==> src/common/fetch_pkg.sv <==
`default_nettype none

package fetch_pkg;

  localparam int unsigned mem_words = 64;
  localparam int unsigned mem_aw = $clog2(mem_words);

  // apb register offsets
  localparam logic [11:0] csr_ctrl = 12'h000;
  localparam logic [11:0] csr_boot = 12'h004;
  localparam logic [11:0] csr_wait = 12'h008;
  localparam logic [11:0] csr_count = 12'h00C;
  localparam logic [11:0] mem_window = 12'h100;  // write only program window

  // rv32 major opcodes
  localparam logic [6:0] op_jal = 7'b1101111;
  localparam logic [6:0] op_jalr = 7'b1100111;
  localparam logic [6:0] op_branch = 7'b1100011;
  localparam logic [6:0] op_system = 7'b1110011;

  typedef struct packed {
    logic [11:0] imm12;
    logic [4:0]  rs1;
    logic [2:0]  funct3;
    logic [4:0]  rd;
    logic [6:0]  opcode;
  } i_type_t;

  // same word, seen raw or as i-type fields
  typedef union packed {
    logic [31:0] raw;
    i_type_t     i_view;
  } instr_u;

  typedef struct packed {
    logic        valid;
    logic [31:0] pc;
    instr_u      instr;
  } fetch_pkt_t;

  typedef struct packed {
    logic        valid;
    logic [31:0] target;
  } redirect_t;

  typedef struct packed {
    logic              valid;
    logic [mem_aw-1:0] addr;
  } mem_req_t;

  typedef struct packed {
    logic        ready;
    logic [31:0] data;
  } mem_rsp_t;

  typedef struct packed {
    logic        enable;
    logic [31:0] boot_pc;
    logic [1:0]  wait_states;
  } fetch_cfg_t;

  typedef struct packed {
    logic              valid;
    logic [mem_aw-1:0] addr;
    logic [31:0]       data;
  } mem_wr_t;

endpackage

`default_nettype wire

==> src/design/fetch_csr.sv <==
`default_nettype none

module fetch_csr (
  input  logic                  clk,
  input  logic                  rst,
  input  logic                  psel_i,
  input  logic                  penable_i,
  input  logic                  pwrite_i,
  input  logic [11:0]           paddr_i,
  input  logic [31:0]           pwdata_i,
  input  logic                  retire_i,
  output logic [31:0]           prdata_o,
  output logic                  pready_o,
  output logic                  pslverr_o,
  output fetch_pkg::fetch_cfg_t cfg_o,
  output fetch_pkg::mem_wr_t    mem_wr_o
);
  import fetch_pkg::*;

  fetch_cfg_t        cfg_q;
  logic [31:0]       count_q;
  logic              wr_valid_q;
  logic [mem_aw-1:0] wr_addr_q;
  logic [31:0]       wr_data_q;
  logic              access;
  logic              wr_en;
  logic              in_window;
  logic              mapped;

  assign access = psel_i & penable_i;
  assign wr_en = access & pwrite_i;
  assign in_window = paddr_i[11:mem_aw+2] == mem_window[11:mem_aw+2];
  assign pready_o = 1'b1;          // no wait states on apb
  assign pslverr_o = access & ~mapped;

  always_comb begin
    mapped = 1'b1;
    prdata_o = 32'd0;
    case (paddr_i)
      csr_ctrl: prdata_o = {31'd0, cfg_q.enable};
      csr_boot: prdata_o = cfg_q.boot_pc;
      csr_wait: prdata_o = {30'd0, cfg_q.wait_states};
      csr_count: prdata_o = count_q;
      default: mapped = in_window;  // window reads back zero
    endcase
  end

  always_ff @(posedge clk) begin
    if (rst) begin
      cfg_q <= '0;
      count_q <= 32'd0;
      wr_valid_q <= 1'b0;
    end else begin
      wr_valid_q <= wr_en & in_window;
      if (wr_en && paddr_i == csr_count) begin
        count_q <= 32'd0;            // any write clears
      end else if (retire_i) begin
        count_q <= count_q + 32'd1;
      end
      if (wr_en) begin
        case (paddr_i)
          csr_ctrl: cfg_q.enable <= pwdata_i[0];
          csr_boot: cfg_q.boot_pc <= pwdata_i;
          csr_wait: cfg_q.wait_states <= pwdata_i[1:0];
          default: cfg_q <= cfg_q;
        endcase
      end
    end
  end

  always_ff @(posedge clk) begin
    if (wr_en && in_window) begin
      wr_addr_q <= paddr_i[mem_aw+1:2];
      wr_data_q <= pwdata_i;
    end
  end

  assign cfg_o = cfg_q;
  assign mem_wr_o = '{valid: wr_valid_q, addr: wr_addr_q, data: wr_data_q};

  a_apb_penable: assert property (@(posedge clk) disable iff (rst)
    penable_i |-> psel_i);

endmodule

`default_nettype wire

==> src/design/fetch_top.sv <==
`default_nettype none

module fetch_top (
  input  logic                  clk,
  input  logic                  rst,
  input  logic                  psel_i,
  input  logic                  penable_i,
  input  logic                  pwrite_i,
  input  logic [11:0]           paddr_i,
  input  logic [31:0]           pwdata_i,
  output logic [31:0]           prdata_o,
  output logic                  pready_o,
  output logic                  pslverr_o,
  input  logic                  stall_i,
  input  fetch_pkg::redirect_t  redirect_i,
  output fetch_pkg::fetch_pkt_t pkt_o
);
  import fetch_pkg::*;

  fetch_cfg_t cfg;
  mem_wr_t    mem_wr;
  mem_req_t   mem_req;
  mem_rsp_t   mem_rsp;
  logic       retire;

  fetch_csr u_csr (
    .clk       (clk),
    .rst       (rst),
    .psel_i    (psel_i),
    .penable_i (penable_i),
    .pwrite_i  (pwrite_i),
    .paddr_i   (paddr_i),
    .pwdata_i  (pwdata_i),
    .retire_i  (retire),
    .prdata_o  (prdata_o),
    .pready_o  (pready_o),
    .pslverr_o (pslverr_o),
    .cfg_o     (cfg),
    .mem_wr_o  (mem_wr)
  );

  fetch_unit u_fetch (
    .clk        (clk),
    .rst        (rst),
    .cfg_i      (cfg),
    .mem_rsp_i  (mem_rsp),
    .stall_i    (stall_i),
    .redirect_i (redirect_i),
    .mem_req_o  (mem_req),
    .pkt_o      (pkt_o),
    .retire_o   (retire)
  );

  instr_mem u_mem (
    .clk           (clk),
    .rst           (rst),
    .wait_states_i (cfg.wait_states),
    .req_i         (mem_req),
    .wr_i          (mem_wr),
    .rsp_o         (mem_rsp)
  );

endmodule

`default_nettype wire

==> src/fetch/fetch_unit.sv <==
`default_nettype none

module fetch_unit (
  input  logic                  clk,
  input  logic                  rst,
  input  fetch_pkg::fetch_cfg_t cfg_i,
  input  fetch_pkg::mem_rsp_t   mem_rsp_i,
  input  logic                  stall_i,
  input  fetch_pkg::redirect_t  redirect_i,
  output fetch_pkg::mem_req_t   mem_req_o,
  output fetch_pkg::fetch_pkt_t pkt_o,
  output logic                  retire_o
);
  import fetch_pkg::*;

  typedef enum logic [1:0] {
    st_idle,
    st_request,
    st_hold,
    st_wait_redirect
  } state_t;

  state_t            state_q;
  logic              req_valid_q;
  logic [mem_aw-1:0] req_addr_q;
  logic [31:0]       req_pc_q;     // pc of the word in flight
  logic              pkt_valid_q;
  logic [31:0]       pkt_pc_q;
  instr_u            pkt_instr_q;
  logic              en_q;
  logic              restart_q;    // enable rose, boot pc not yet fetched
  logic              en_rise;
  logic              restart;
  logic              accept;
  logic              is_ctrl;
  logic [31:0]       seq_pc;
  logic              launch;
  logic [31:0]       launch_pc;

  assign en_rise = cfg_i.enable & ~en_q;
  assign restart = en_rise | restart_q;
  assign accept = pkt_valid_q & ~stall_i;
  assign seq_pc = pkt_pc_q + 32'd4;
  assign retire_o = accept;

  // jal/jalr/branch by opcode, ecall/ebreak by imm12
  always_comb begin
    is_ctrl = 1'b0;
    if (pkt_instr_q.raw[6:0] == op_jal || pkt_instr_q.raw[6:0] == op_jalr ||
        pkt_instr_q.raw[6:0] == op_branch) begin
      is_ctrl = 1'b1;
    end else if (pkt_instr_q.i_view.opcode == op_system &&
                 pkt_instr_q.i_view.imm12[11:1] == 11'd0) begin
      is_ctrl = 1'b1;
    end
  end

  // when and where the next request goes out
  always_comb begin
    launch = 1'b0;
    launch_pc = seq_pc;
    if (cfg_i.enable) begin
      case (state_q)
        st_idle: begin
          launch = restart;
          launch_pc = cfg_i.boot_pc;
        end
        st_hold: begin
          launch = accept & (restart | ~is_ctrl);
          launch_pc = restart ? cfg_i.boot_pc : seq_pc;
        end
        st_wait_redirect: begin
          launch = restart | redirect_i.valid;
          launch_pc = restart ? cfg_i.boot_pc : redirect_i.target;
        end
        default: launch = 1'b0;  // request in flight
      endcase
    end
  end

  always_ff @(posedge clk) begin
    if (rst) begin
      state_q <= st_idle;
      req_valid_q <= 1'b0;
      pkt_valid_q <= 1'b0;
      en_q <= 1'b0;
      restart_q <= 1'b0;
    end else begin
      en_q <= cfg_i.enable;
      if (launch) begin
        restart_q <= 1'b0;
      end else if (en_rise) begin
        restart_q <= 1'b1;
      end
      case (state_q)
        st_idle: begin
          if (launch) state_q <= st_request;
        end
        st_request: begin
          if (mem_rsp_i.ready) begin
            req_valid_q <= 1'b0;
            pkt_valid_q <= 1'b1;
            state_q <= st_hold;
          end
        end
        st_hold: begin
          if (accept) begin
            pkt_valid_q <= 1'b0;
            if (launch) begin
              state_q <= st_request;
            end else if (cfg_i.enable && is_ctrl) begin
              state_q <= st_wait_redirect;  // park until execute resolves it
            end else begin
              state_q <= st_idle;
            end
          end
        end
        default: begin
          if (launch) begin
            state_q <= st_request;
          end else if (!cfg_i.enable) begin
            state_q <= st_idle;
          end
        end
      endcase
      if (launch) req_valid_q <= 1'b1;
    end
  end

  always_ff @(posedge clk) begin
    if (launch) begin
      req_addr_q <= launch_pc[mem_aw+1:2];
      req_pc_q <= launch_pc;
    end
    if (state_q == st_request && mem_rsp_i.ready) begin
      pkt_pc_q <= req_pc_q;
      pkt_instr_q <= mem_rsp_i.data;
    end
  end

  assign mem_req_o = '{valid: req_valid_q, addr: req_addr_q};
  assign pkt_o = '{valid: pkt_valid_q, pc: pkt_pc_q, instr: pkt_instr_q};

  a_req_stable: assert property (@(posedge clk) disable iff (rst)
    mem_req_o.valid && !mem_rsp_i.ready |=> $stable(mem_req_o.addr));

  a_pkt_hold: assert property (@(posedge clk) disable iff (rst)
    pkt_o.valid && stall_i |=> $stable(pkt_o));

endmodule

`default_nettype wire

==> src/fetch/instr_mem.sv <==
`default_nettype none

module instr_mem (
  input  logic                clk,
  input  logic                rst,
  input  logic [1:0]          wait_states_i,
  input  fetch_pkg::mem_req_t req_i,
  input  fetch_pkg::mem_wr_t  wr_i,
  output fetch_pkg::mem_rsp_t rsp_o
);
  import fetch_pkg::*;

  logic [31:0] mem_q [mem_words];
  logic        busy_q;
  logic [1:0]  cnt_q;      // wait cycles left
  logic        ready_q;
  logic [31:0] data_q;
  logic        new_req;
  logic        fire;       // ready goes out next cycle

  // a request still high on its ready cycle is the old one
  assign new_req = req_i.valid & ~busy_q & ~ready_q;
  assign fire = (new_req && wait_states_i == 2'd0) || (busy_q && cnt_q == 2'd1);

  always_ff @(posedge clk) begin
    if (wr_i.valid) mem_q[wr_i.addr] <= wr_i.data;
  end

  always_ff @(posedge clk) begin
    if (rst) begin
      busy_q <= 1'b0;
      cnt_q <= 2'd0;
      ready_q <= 1'b0;
    end else begin
      ready_q <= fire;
      if (new_req && wait_states_i != 2'd0) begin
        busy_q <= 1'b1;
        cnt_q <= wait_states_i;
      end else if (busy_q) begin
        cnt_q <= cnt_q - 2'd1;
        if (cnt_q == 2'd1) busy_q <= 1'b0;
      end
    end
  end

  always_ff @(posedge clk) begin
    if (fire) data_q <= mem_q[req_i.addr];
  end

  assign rsp_o = '{ready: ready_q, data: data_q};

  a_no_stray_ready: assert property (@(posedge clk) disable iff (rst)
    $rose(rsp_o.ready) |-> req_i.valid);

endmodule

`default_nettype wire

==> config.mk <==
export PLATFORM = sky130hd
export DESIGN_NAME = fetch_top
export DESIGN_NICKNAME = d
export VERILOG_FILES = /design/src/common/fetch_pkg.sv /design/src/design/fetch_csr.sv /design/src/design/fetch_top.sv /design/src/fetch/fetch_unit.sv /design/src/fetch/instr_mem.sv
export SDC_FILE = /design/constraint.sdc
export NUM_CORES = 2
export LEC_CHECK = 0
export BUFFER_PORTS_ARGS = -buffer_cell sky130_fd_sc_hd__buf_4
export CAP_MARGIN = 30
export CORE_UTILIZATION = 30
export CTS_CLUSTER_SIZE = 20
export DETAILED_ROUTE_END_ITERATION = 10
export SETUP_SLACK_MARGIN = 0.2
export SLEW_MARGIN = 20
export SYNTH_ARGS = -nofsm -noshare
export SYNTH_HDL_FRONTEND = slang
export SYNTH_SLANG_ARGS = --single-unit
==> constraint.sdc <==
create_clock -name clk -period 4.2 [get_ports clk]
set_input_delay 0.84 -clock clk [delete_from_list [all_inputs] [get_ports clk]]
set_output_delay 0.84 -clock clk [all_outputs]
set_load 0.05 [all_outputs]
Yosys cells after proc, flatten, opt, wreduce, memory -nomap -nowiden
Memory sizes are Yosys's and may differ from the RTL's. A register that Yosys moved wholly into a read port is not among the register bits.
Index checks and enable logic that the tools add are counted.
{"block": "word_totals", "ff_bits": 218, "mem_count": 1, "ramBits": 2048}
{"block": "op_classes", "n_bitwise": 18, "n_eq_ne": 16, "reduce_logical": 29, "muxes": 31, "n_addsub": 3}
{"name": "u_mem.mem_q", "words": 64, "word_bits": 32, "read_ports": 1, "rd_clocked_by_memory_dff": 1, "write_ports": 1, "line": "instr_mem.sv:13", "source": "logic [31:0] mem_q [mem_words];"}
{"op": "case mux 32 bit (4 select lines)", "count": 1}
{"op": "2-to-1 mux 32 bit", "count": 3}
{"op": "case mux 32 bit (3 select lines)", "count": 1}
{"op": "adder 32 x 1 -> 32 bit, second input constant", "count": 1}
{"op": "adder 32 x 3 -> 32 bit, second input constant", "count": 1}
{"op": "== test 7 bit, second input constant", "count": 4}
{"op": "== test 12 x 4 -> 1 bit, second input constant", "count": 2}
{"op": "2-to-1 mux 2 bit", "count": 9}
{"op": "2-to-1 mux 1 bit", "count": 14}
{"op": "== test 12 x 3 -> 1 bit, second input constant", "count": 1}
{"op": "zero test 12 bit", "count": 1}
{"op": "zero test 11 bit", "count": 1}
{"op": "nonzero test 2 bit", "count": 5}
{"op": "AND 1 bit", "count": 9}
{"op": "logical AND 1 bit", "count": 8}
{"op": "AND reduction 2 bit", "count": 4}
{"op": "!= test 2 x 1 -> 1 bit, second input constant", "count": 3}
{"op": "inverter 1 bit", "count": 6}
{"op": "case mux 2 bit (3 select lines)", "count": 1}
{"op": "== test 2 x 1 -> 1 bit, second input constant", "count": 2}
{"op": "== test 2 bit, second input constant", "count": 2}
{"op": "== test 4 x 1 -> 1 bit, second input constant", "count": 1}
{"op": "zero test 2 bit", "count": 2}
{"op": "!= test 4 x 1 -> 1 bit, second input constant", "count": 1}
{"op": "9 further kinds", "count": 14}

Depth between registers and ports, before layout
{"block": "depth", "word_depth": 12, "mapped_depth": 9}

Hierarchy
Synthesis repeated with hierarchy kept, for this count alone.
{"block": "unflattened", "cells_unflattened": 4110, "hier_area_um2": 87951.9}
{"module": "instr_mem", "instances": 1, "cells_each": 3354, "seq_area_each_um2": 62540.0, "area_each_um2": 79088.4}
{"module": "fetch_unit", "instances": 1, "cells_each": 337, "seq_area_each_um2": 3002.9, "area_each_um2": 4535.6}
{"module": "fetch_csr", "instances": 1, "cells_each": 419, "seq_area_each_um2": 2502.4, "area_each_um2": 4327.9}

Least setup slack after synthesis
Ideal clock, no wire load.
{"block": "synth_timing", "path_kind": "register to register", "startpoint": "register u_csr.wr_addr_q[1]", "endpoint": "memory u_mem.mem_q[39][0] (enable)", "period_less_slack_ps": 4365, "path_buffers": 1, "slack_ps": -165, "stages_incl_launch_ff": 4, "setup_ps": 501, "t_arrival_ps": 3864, "required_time_ps": 3699, "cell_sequence": "edfxtp_1 > buf_1 > nand3_1 > nor4_1"}
{"element": "start: declaration", "line": "fetch_csr.sv:23", "source": "logic [mem_aw-1:0] wr_addr_q;"}
{"element": "start signal: assignment", "line": "fetch_csr.sv:73", "source": "wr_addr_q <= paddr_i[mem_aw+1:2];"}
{"element": "end: declaration", "line": "instr_mem.sv:13"}
No word-level cell before the write port.

Final worst setup path
{"block": "layout_timing", "startpoint": "input port paddr_i[1]", "endpoint": "output port prdata_o[17]"}
{"block": "layout_between", "elab_chain_len": 2, "elab_cells_between_ends": 5}
{"element": "start: declaration", "line": "fetch_top.sv:9", "source": "input logic [11:0] paddr_i,"}
{"element": "== test 12 x 4 -> 1 bit (tied with other cells)", "line": "fetch_csr.sv:39", "source": "case (paddr_i)"}
{"element": "case mux 32 bit (4 select lines) (*)", "line": "fetch_csr.sv:39"}
{"element": "end: declaration", "line": "fetch_top.sv:11", "source": "output logic [31:0] prdata_o,"}
Mark *: on every way between the ends. The rest lies on a longest branch, timed or not.

==> results.sh <==
export IMPL_hpwl_mm=150
export IMPL_ys_types=65
export IMPL_cts_buffer_depth=3
export IMPL_cts_buffers=228
export IMPL_synth_edf_count=2214
export IMPL_relSlewSlack_pct=34.4
export IMPL_p_int_mw=36.0
export IMPL_die_h_um=543
export IMPL_fp_dieW_um=543
export IMPL_cts_tree="done"
export IMPL_fp_coreArea_sq_um=291000
export IMPL_synth_fa_ha_area_share_pct=0.0427
export IMPL_netlist_area_sq_um=87900
export IMPL_power_switching_mw=8.90
export IMPL_port_buffer_count=180
export IMPL_die_area_sq_um=295000
export IMPL_slowest_delay_ns=0.36
export IMPL_drtIter0Drc=5889
export IMPL_row_count=198
export IMPL_synth_async_reset_ratio_pct=0
export IMPL_cts_hold_buf=0
export IMPL_cp_cell_sequence="buf_4, nor4_1, nand3_1, nor3_2, buf_4, a22o_1, buf_4"
export IMPL_vias_per_cell=5.24
export IMPL_final_antenna_net_count=0
export IMPL_pwr_share_seq_pct=55.0
export IMPL_ios=182
export IMPL_setup_tns_ns=0
export IMPL_final_common_cell="edfxtp_1"
export IMPL_hold_depth=1
export IMPL_p_leak_nw=31.7
export IMPL_synth_mux_area_share_pct=14.6
export IMPL_setup_violations=0
export IMPL_rrSetupSlack_ns=1.00
export IMPL_grt_pass1_vias=45300
export IMPL_routabilityCongestion=0.916
export IMPL_critPathCaptureType="output pin"
export IMPL_p_per_area_nw_per_um2=436
export IMPL_hp_class="in2reg"
export IMPL_grt_overflow=0
export IMPL_syn_num_nets=4190
export IMPL_synth_top_family_by_area="multiplexers"
export IMPL_yosys_area_share_simple_pct=2.45
export IMPL_synthFlopType="edfxtp_1"
export IMPL_status="finished clean"
export IMPL_critical_path_top_cell_by_count="buf_4"
export IMPL_period_share_pct=83.3
export IMPL_area_growth_pct=17.4
export IMPL_syn_inst=4104
export IMPL_rsz0062_at_grt="false"
export IMPL_reg2reg_depth=7
export IMPL_post_drt_wl_per_cell_um=29.3
export IMPL_grt_max_degree=90
export IMPL_wl_mm=252
export IMPL_worstMarginPinSlew_ns=0.982
export IMPL_slew_violations=0
export IMPL_n_fill_cell=26700
export IMPL_fin_cells=8607
export IMPL_skew_ns=0.0531
export IMPL_synth_compound_area_share_pct=3.47
export IMPL_path_max_fanout=31
export IMPL_critPathLaunchType="input pin"
export IMPL_min_period_ns=3.50
export IMPL_antenna_found_initial=16
export IMPL_synth_top_area_cell="edfxtp_1"
export IMPL_synthTopCellsByArea="edfxtp_1 (76%), mux4_2 (13%), dfxtp_1 (1.8%), mux2i_1 (1.3%), nor2_1 (0.71%)"
export IMPL_cap_violations=0
export IMPL_synth_top_area_share_pct=75.7
export IMPL_track_usage_pct=16.8
export IMPL_yosys_area_share_xor_xnor_pct=0.598
export IMPL_cp_data_arrival_time_ns=2.66
export IMPL_synth_seq_cells=2292
export IMPL_vias=45100
export IMPL_fmax_ghz=0.286
export IMPL_path_clk_slew_ns=0.06
export IMPL_dp_cells=8176
export IMPL_pwr_share_clk_pct=44.6
export IMPL_start_util_pct=30.2
export IMPL_cts_setup_buffers=0
export IMPL_htreeDepth=4
export IMPL_vdd_ir_drop_max_mv=0.461
export IMPL_synth_warnings=0
export IMPL_finalHoldViolCount=0
export IMPL_nets=4596
export IMPL_cts_sinks=2292
export IMPL_dr_pass1_iters=5
export IMPL_insertion_delay_ns=0.88
export IMPL_grt_pass1_wl_mm=350
export IMPL_drc=0
export IMPL_power_frac_comb_pct=0.4
export IMPL_cts_resized=0
export IMPL_swShare_pct=19.8
export IMPL_cp_required_ns=3.36
export IMPL_crit_type="in2out"
export IMPL_cp_slowest_cell="buf_4"
export IMPL_drive_gt1_share_pct=28.3
export IMPL_final_cell_mix="edfxtp_1 (2214), mux4_2 (517), buf_4 (356)"
export IMPL_clock_root_buffer="clkbuf_16"
export IMPL_ys_seq_area_share_pct=77.5
export IMPL_syn_area_per_cell_sq_um=21.4
## through the flow
stage	setup WS [ns]	total power [mW]	util, %	hold WS, ns	area (sq um)
6_report	0.701	44.9	35.4	0.153	103000
5_1_grt	0.595	46.1	35.4	0.0989	103000
4_1_cts	0.740	45.2	35.4	0.0780	103000
3_5_place_dp	0.767	25.4	32.9	0.405	95700
3_3_place_gp	0.664	25.4	32.8	0.401	95600
2_1_floorplan	0.358	25.2	-	0.400	87900
## per-layer routing
layer  GRT usage [%]  share of wire (%)
met3            4.10                 10
met1            22.3                 39
met4            6.00                3.5
met2            26.8                 47
met5               0              0.023
## registers in the layout, indices dropped and copies added, names as in the netlist, 2 cells and up
signal,flops
u_fetch.req_pc_q,32
u_csr.cfg_o,35
u_mem.mem_q,2048
u_fetch.pkt_instr_q,32
u_csr.wr_addr_q,6
u_fetch.pkt_pc_q,32
u_mem.cnt_q,2
u_csr.count_q,32
u_csr.wr_data_q,32
u_mem.data_q,32
u_fetch.state_q,2
## worst max-delay path, delay by kind of cell
| family | cells | cell delay (ns) |
|---|---|---|
| AOI/OAI and AO/OA | 1 | 0.24 |
| buffers and inverters | 3 | 0.68 |
| and+or+nand+nor | 3 | 0.89 |
## power groups by stage
stage | Clock, mW | Sequential (mW) | Combinational, mW
2_1_floorplan | 0 | 25.2 | 0.0249
3_3_place_gp | 0 | 25.2 | 0.154
3_5_place_dp | 0 | 25.2 | 0.162
4_1_cts | 20.3 | 24.7 | 0.162
5_1_grt | 21.2 | 24.7 | 0.171
6_report | 20.1 | 24.7 | 0.166
## layout make-up
| cell class | count | area [sq um] | area share [%] |
|---|---|---|---|
| Clock inverter | 141 | 1340 | 1.30 |
| Timing Repair Buffer | 405 | 3610 | 3.50 |
| Multi-Input combinational cell | 1565 | 19100 | 18.5 |
| Inverter | 18 | 70.1 | 0.0680 |
| Sequential cell | 2292 | 68000 | 66.0 |
| Clock buffer | 283 | 6030 | 5.85 |
| Tap cell | 3900 | 4880 | 4.73 |
| Antenna cell | 3 | 7.51 | 0.00728 |
## synth_stat cells (32+ instances only)
cell type,instances
mux2i_1,115
o221ai_1,32
nand2_1,66
a221oi_1,57
nor3_1,46
edfxtp_1,2214
dfxtp_1,78
a21oi_1,72
xnor2_1,32
a22oi_1,33
clkbuf_1,104
buf_2,67
nor2_1,167
nand3_1,36
mux4_2,517
a22o_1,63
o21ai_0,49
o22ai_1,73
## final timing paths
kind                                                       to                     startpoint
worst max register to register      u_mem.data_q[8]$_DFFE_PP_  u_fetch.req_pc_q[4]$_DFFE_PP_
worst min-delay path             u_csr.wr_addr_q[2]$_DFFE_PP_                     paddr_i[4]
worst max-delay path                             prdata_o[17]                     paddr_i[1]
worst min register to register  u_fetch.pkt_pc_q[0]$_DFFE_PP_  u_fetch.req_pc_q[0]$_DFFE_PP_
## cell families (layout without fill, tap and decap cells)
group	count (synthesis)	count (layout)
DFF	2292	2292
xor gates and xnor gates	60	60
and+or+nand+nor	440	440
adders and majority gates	3	3
muxes	633	633
AOI/OAI and AO/OA	428	428
buffers and inverters	247	847
other	1	4
Note: power is estimated with default switching activity, not from simulation.
